**src/logic/gpio_mux_pkg.sv**
```systemverilog
////////////////////
// gpio mux shared constants
// pad count, select packing and wishbone sizes
////////////////////

`default_nettype none

package gpio_mux_pkg;

    // number of gpio pads on the chip
    localparam int NUM_PINS = 38;

    // width of one pad's source select
    // 4 bits give up to 15 teams plus the management source
    localparam int SEL_W = 4;

    // selects packed into one register word
    localparam int PINS_PER_WORD = 8;

    // register words holding the selects
    // last word only fills its low 24 bits
    localparam int NUM_SEL_WORDS = 5;

    // wishbone data width and word address width
    localparam int WB_DAT_W = 32;
    localparam int WB_ADR_W = 3;

    // select value of the management source
    localparam logic [SEL_W-1:0] MGMT_SRC = 4'd0;

endpackage

`default_nettype wire

```
**src/logic/gpio_sel_regs.sv**
```systemverilog
////////////////////
// gpio select registers
// wishbone slave holding one 4-bit source select per pad,
// eight selects per word, with read-back
////////////////////

`default_nettype none

module gpio_sel_regs #(
    parameter int NUM_TEAMS = 12
) (
    input  logic                                                 clk,
    input  logic                                                 rst_n,
    // wishbone slave port
    input  logic                                                 wb_cyc,
    input  logic                                                 wb_stb,
    input  logic                                                 wb_we,
    input  logic [gpio_mux_pkg::WB_ADR_W-1:0]                    wb_adr,
    input  logic [gpio_mux_pkg::WB_DAT_W-1:0]                    wb_dat_w,
    input  logic [gpio_mux_pkg::WB_DAT_W/8-1:0]                  wb_sel,
    output logic [gpio_mux_pkg::WB_DAT_W-1:0]                    wb_dat_r,
    output logic                                                 wb_ack,
    // pad p's select at bits 4p..4p+3
    output logic [gpio_mux_pkg::NUM_PINS*gpio_mux_pkg::SEL_W-1:0] sel_flat
);
    import gpio_mux_pkg::*;

    localparam int NUM_LANES = WB_DAT_W / 8;
    // pads living in the last, partly used word
    localparam int LAST_PINS = NUM_PINS - (NUM_SEL_WORDS - 1) * PINS_PER_WORD;
    localparam logic [WB_DAT_W-1:0] LAST_MASK = {WB_DAT_W{1'b1}} >> (WB_DAT_W - LAST_PINS * SEL_W);
    // every pad on the management source
    localparam logic [WB_DAT_W-1:0] RESET_WORD = {PINS_PER_WORD{MGMT_SRC}};

    // 4-bit selects cannot name more than 15 teams
    if (NUM_TEAMS < 1 || NUM_TEAMS > 2**SEL_W - 1) begin : g_bad_teams
        $error("gpio_sel_regs: NUM_TEAMS out of range 1..15");
    end

    logic [WB_DAT_W-1:0] sel_words [NUM_SEL_WORDS];
    logic                req;
    logic                addr_hit;
    logic [WB_DAT_W-1:0] cur_word;
    logic [WB_DAT_W-1:0] wr_word;

    // bits of word idx that hold real selects
    function automatic logic [WB_DAT_W-1:0] word_mask(input int idx);
        word_mask = (idx == NUM_SEL_WORDS - 1) ? LAST_MASK : {WB_DAT_W{1'b1}};
    endfunction

    // fresh request, the cycle being acked does not count twice
    assign req      = wb_cyc && wb_stb && !wb_ack;
    // addresses 5..7 are unmapped
    assign addr_hit = (int'(wb_adr) < NUM_SEL_WORDS);

    // addressed word, zero when unmapped
    always_comb begin
        cur_word = '0;
        if (addr_hit) begin
            cur_word = sel_words[wb_adr];
        end
    end

    // byte-lane merge of write data over the current word
    always_comb begin
        wr_word = cur_word;
        for (int b = 0; b < NUM_LANES; b++) begin
            if (wb_sel[b]) begin
                wr_word[b*8 +: 8] = wb_dat_w[b*8 +: 8];
            end
        end
    end

    // ack and read data, one cycle after the request
    // dat_r stays zero whenever ack is low
    always_ff @(posedge clk or negedge rst_n) begin
        if (!rst_n) begin
            wb_ack   <= 1'b0;
            wb_dat_r <= '0;
        end else begin
            wb_ack   <= req;
            wb_dat_r <= (req && !wb_we) ? cur_word : '0;
        end
    end

    // select words, written on the same edge that raises ack
    // unused top byte of the last word is forced to zero
    always_ff @(posedge clk or negedge rst_n) begin
        if (!rst_n) begin
            for (int w = 0; w < NUM_SEL_WORDS; w++) begin
                sel_words[w] <= RESET_WORD & word_mask(w);
            end
        end else if (req && wb_we && addr_hit) begin
            for (int w = 0; w < NUM_SEL_WORDS; w++) begin
                if (w == int'(wb_adr)) begin
                    sel_words[w] <= wr_word & word_mask(w);
                end
            end
        end
    end

    // unpack words into one flat select vector for the mux
    always_comb begin
        for (int p = 0; p < NUM_PINS; p++) begin
            sel_flat[p*SEL_W +: SEL_W] =
                sel_words[p / PINS_PER_WORD][(p % PINS_PER_WORD) * SEL_W +: SEL_W];
        end
    end

    // single-beat bus, so ack is a one-cycle pulse
    ack_one_cycle: assert property (@(posedge clk) disable iff (!rst_n)
        wb_ack |=> !wb_ack)
        else $error("gpio_sel_regs: ack high two cycles running");

    // no ack without a master request on the cycle before
    ack_after_req: assert property (@(posedge clk) disable iff (!rst_n)
        wb_ack |-> $past(wb_cyc && wb_stb))
        else $error("gpio_sel_regs: ack without a request");

endmodule

`default_nettype wire

```
**config.mk**
```make
export PLATFORM = sky130hd
export DESIGN_NAME = gpio_sel_regs
export DESIGN_NICKNAME = d
export VERILOG_FILES = /design/src/logic/gpio_mux_pkg.sv /design/src/logic/gpio_sel_regs.sv
export SDC_FILE = /design/constraint.sdc
export NUM_CORES = 1
export LEC_CHECK = 0
export BUFFER_PORTS_ARGS = -buffer_cell sky130_fd_sc_hd__buf_2
export CAP_MARGIN = 20
export CORE_MARGIN = 2
export CORE_UTILIZATION = 29
export DETAILED_ROUTE_END_ITERATION = 12
export GPL_TIMING_DRIVEN = 0
export PLACE_DENSITY_LB_ADDON = 0.1
export SYNTH_ARGS = -nofsm -noshare
export SYNTH_HDL_FRONTEND = slang
export SYNTH_SLANG_ARGS = --single-unit
```
**constraint.sdc**
```tcl
create_clock -name clk -period 1.45 [get_ports clk]
set_input_delay 0.29 -clock clk [delete_from_list [all_inputs] [get_ports clk]]
set_output_delay 0.29 -clock clk [all_outputs]
set_load 0.05 [all_outputs]
```
==> flow_metrics.py <==
metrics = {
    "run_status": {
        "status": "finished, violations left",
        "violations": "negative hold slack, negative setup slack",
    },
    "clock_network": {
        "cts_made_buffers": 17,
        "clk_pin_slew_worst_paths_ns": 0.07,
        "cts_max_level": 4,
        "clock_tree.buffer_depth": 2,
        "clockRootBuffer": "clkbuf_16",
        "cts.sinks": 185,
        "clk_latency_ns": 0.43,
        "cts_tree": "done",
    },
    "synth": {
        "synthCells": 753,
        "synth_edf_count": 0,
        "yosysSeqAreaShare_pct": 58.18,
        "yosys_most_used_dff": "dfrtp_1",
        "synth_area_per_cell_sq_um": 10.57,
        "syn_area_sq_um": 7958,
        "async_reset_ff_share_pct": 100.0,
        "mappedNetlistNets": 797,
        "synth_warnings": 0,
        "ys_types": 34,
        "synth-seq-cells": 185,
    },
    "global_routing": {
        "grt_max_degree": 105,
        "grt_pass1_vias": 7093,
        "gr-total-overflow": 0,
        "antenna_found_initial": 1,
        "grt_pass1_wl_mm": 45.83,
        "gr-usage-all-layers_pct": 21.71,
    },
    "timing": {
        "whs_ns": -0.1708,
        "worstMarginPinSlew_ns": 0.9918,
        "setup_slack_ns": -0.3388,
        "fin_crit_ns": 1.789,
        "slew_headroom_pct": 33.88,
        "fmax_ghz": 0.5590,
        "finalCritPeriodShare_pct": 123.4,
        "setup_violations": 183,
        "rsz0062_at_grt": "true",
        "fin_skew_ns": 0.009884,
        "slew_viol_final": 0,
        "hold_viol_final": 81,
    },
    "power_and_ir_drop": {
        "netSwitchingFraction_pct": 39.78,
        "switching_power_mw": 6.805,
        "power_density_nw_per_um2": 1348,
        "seqPwrFrac_pct": 38.4,
        "leakagePower_nw": 6.104,
        "clockPowerShare_pct": 29.2,
        "power.total_mw": 17.11,
        "p_comb_share_pct": 32.4,
        "peakVddDrop_v": 0.0006118,
        "p_int_mw": 10.30,
    },
    "cells_and_area": {
        "stdcell_count": 1399,
        "area_growth_pct": 59.53,
        "nets": 1088,
        "drive_gt1_share_pct": 59.70,
    },
    "floorplan": {
        "core_area_sq_um": 26950,
        "dieArea_sq_um": 28780,
        "die_w_microns": 169.7,
        "dieHeight_microns": 169.7,
        "io_pins": 229,
        "start_util_pct": 29.53,
        "rows": 60,
    },
    "routing": {
        "drc": 0,
        "firstDrtPassIters": 5,
        "avgViaCountPerCell": 5.096,
        "wl_per_cell_microns": 23.42,
        "wirelength_mm": 32.77,
        "first_iter_violations": 400,
        "num_vias": 7130,
        "ant_nets": 0,
    },
    "worst_setup_path": {
        "cp-end-kind": "flop",
        "ff2ff_path_depth": 4,
        "cp_max_fo": 8,
        "cp.required_ns": 1.77,
        "critical_path_class": "flop to flop",
        "cp.arrival_ns": 2.11,
        "critPathLaunchType": "flop",
    },
    "min_path": {
        "hold_path.class": "input pin to async pin",
    },
    "flow_run": {
        "maxCapViolCount": 0,
    },
    "place": {
        "hpwl_mm": 21.03,
        "place.gp.congestion": 0.7815,
        "io_buffers": 225,
        "pre_cts_ws_ns": -0.7423,
        "placedCellCount": 1320,
    },
}
[cells in the mapped netlist, types with 9 or more instances]
master / number / area share [%]
dfrtp_1: 185 / 58
nand2_1: 132 / 6.2
o21ai_0: 119 / 7.5
nor2_1: 49 / 2.3
mux2i_1: 45 / 5.7
clkbuf_1: 36 / 1.7
mux2_2: 24 / 3.4
nand2b_1: 18 / 1.4
o22ai_1: 17 / 1.3
o31ai_1: 17 / 1.6
a21oi_1: 14 / 0.88
and3_1: 14 / 1.1
buf_2: 13 / 0.82
o21ai_1: 9 / 0.57
[critical path, cell delays in order (launching register included)]
cell	delay, ns
dfrtp_2	0.41
nand4b_1	0.28
or3_4	0.50
buf_12	0.18
mux2_4	0.30
[layer usage]
metal / share of wire [%] / routed length (microns) / up-vias / GRT usage, %
li1: - / - / 3227 / -
met1: 46 / 15060 / 3632 / 30.35
met2: 48 / 15580 / 236 / 35.39
met3: 5.2 / 1708 / 35 / 4.151
met4: 1.3 / 423 / 0 / 4.088
met5: 0 / 0 / - / 0
[flip-flops by register name, summed over array words and instances (netlist names)]
register	flops
sel_flat	152
wb_ack	1
wb_dat_r	32
[logic make-up (layout without fill, tap and decap cells)]
kind of cell    count (synthesis)  after routing  synth area share [%]
simple gates                  233            233                 12.69
compound gates                195            195                 13.79
flops                         185            185                 58.18
mux                            82             82                 12.03
buf+inv                        58            362                 3.318
other cells                     0              1                     0
[path summary, 6_finish.rpt]
check	startpoint	end	slack [ns]
max in group asynchronous	rst_n	sel_flat[107]	0.63
min in group clk	wb_stb	wb_ack	0.11
min	rst_n	sel_flat[24]	-0.17
max reg2reg	wb_ack	sel_flat[11]	-0.34
min reg2reg	sel_flat[74]	sel_flat[74]	0.51
max	wb_ack	sel_flat[11]	-0.34
[placed cells by master (no fill, tap or decap), drive strengths merged, types with 14 or more instances in the layout]
cell,n
buf,272
a21oi,14
nand2b,18
and3,14
mux2,29
dfrtp,185
nor2,49
mux2i,45
o31ai,17
clkbuf,76
o21ai,128
o22ai,17
nand2,132
[metrics by stage]
step / setup TNS, ns / cell area (sq um) / utilization [%]
3_5_place_dp: -96.01 / 10010 / 37.13
4_1_cts: -30.64 / 11580 / 42.99
5_1_grt: -44.95 / 12690 / 47.10
2_1_floorplan: -17.15 / 8416 / -
3_3_place_gp: -693.97 / 9968 / 36.99
6_report: -38.47 / 12690 / 47.10
[power groups by stage]
stage          Clock (mW)  Sequential, mW  Combinational [mW]
2_1_floorplan           0            8.77                1.20
3_3_place_gp            0            6.55                4.84
3_5_place_dp            0            6.54                4.88
4_1_cts              5.06            6.46                5.13
5_1_grt              5.28            6.65                5.84
6_report             4.99            6.56                5.55
[timing repair]
item / in CTS / in global routing
hold endpoints to repair: 81 / 81
gates resized for setup: 151 / 286
gates cloned: 8 / 10
endpoints found under the setup margin: 180 / 201
buffers inserted: 23 / 14
pin swaps: 31 / 71
[layout make-up]
cell class | instances | area, sq um
fill | 2566 | 14260
sequential | 185 | 4673
multi-input combinational | 510 | 4133
timing repair buffer | 276 | 2044
buffer | 52 | 798.3
clock buffer | 20 | 446.7
tap | 341 | 426.7
clock inverter | 12 | 162.7
inverter | 2 | 7.507
antenna | 1 | 2.502
Power figures use the tool's default switching activity.
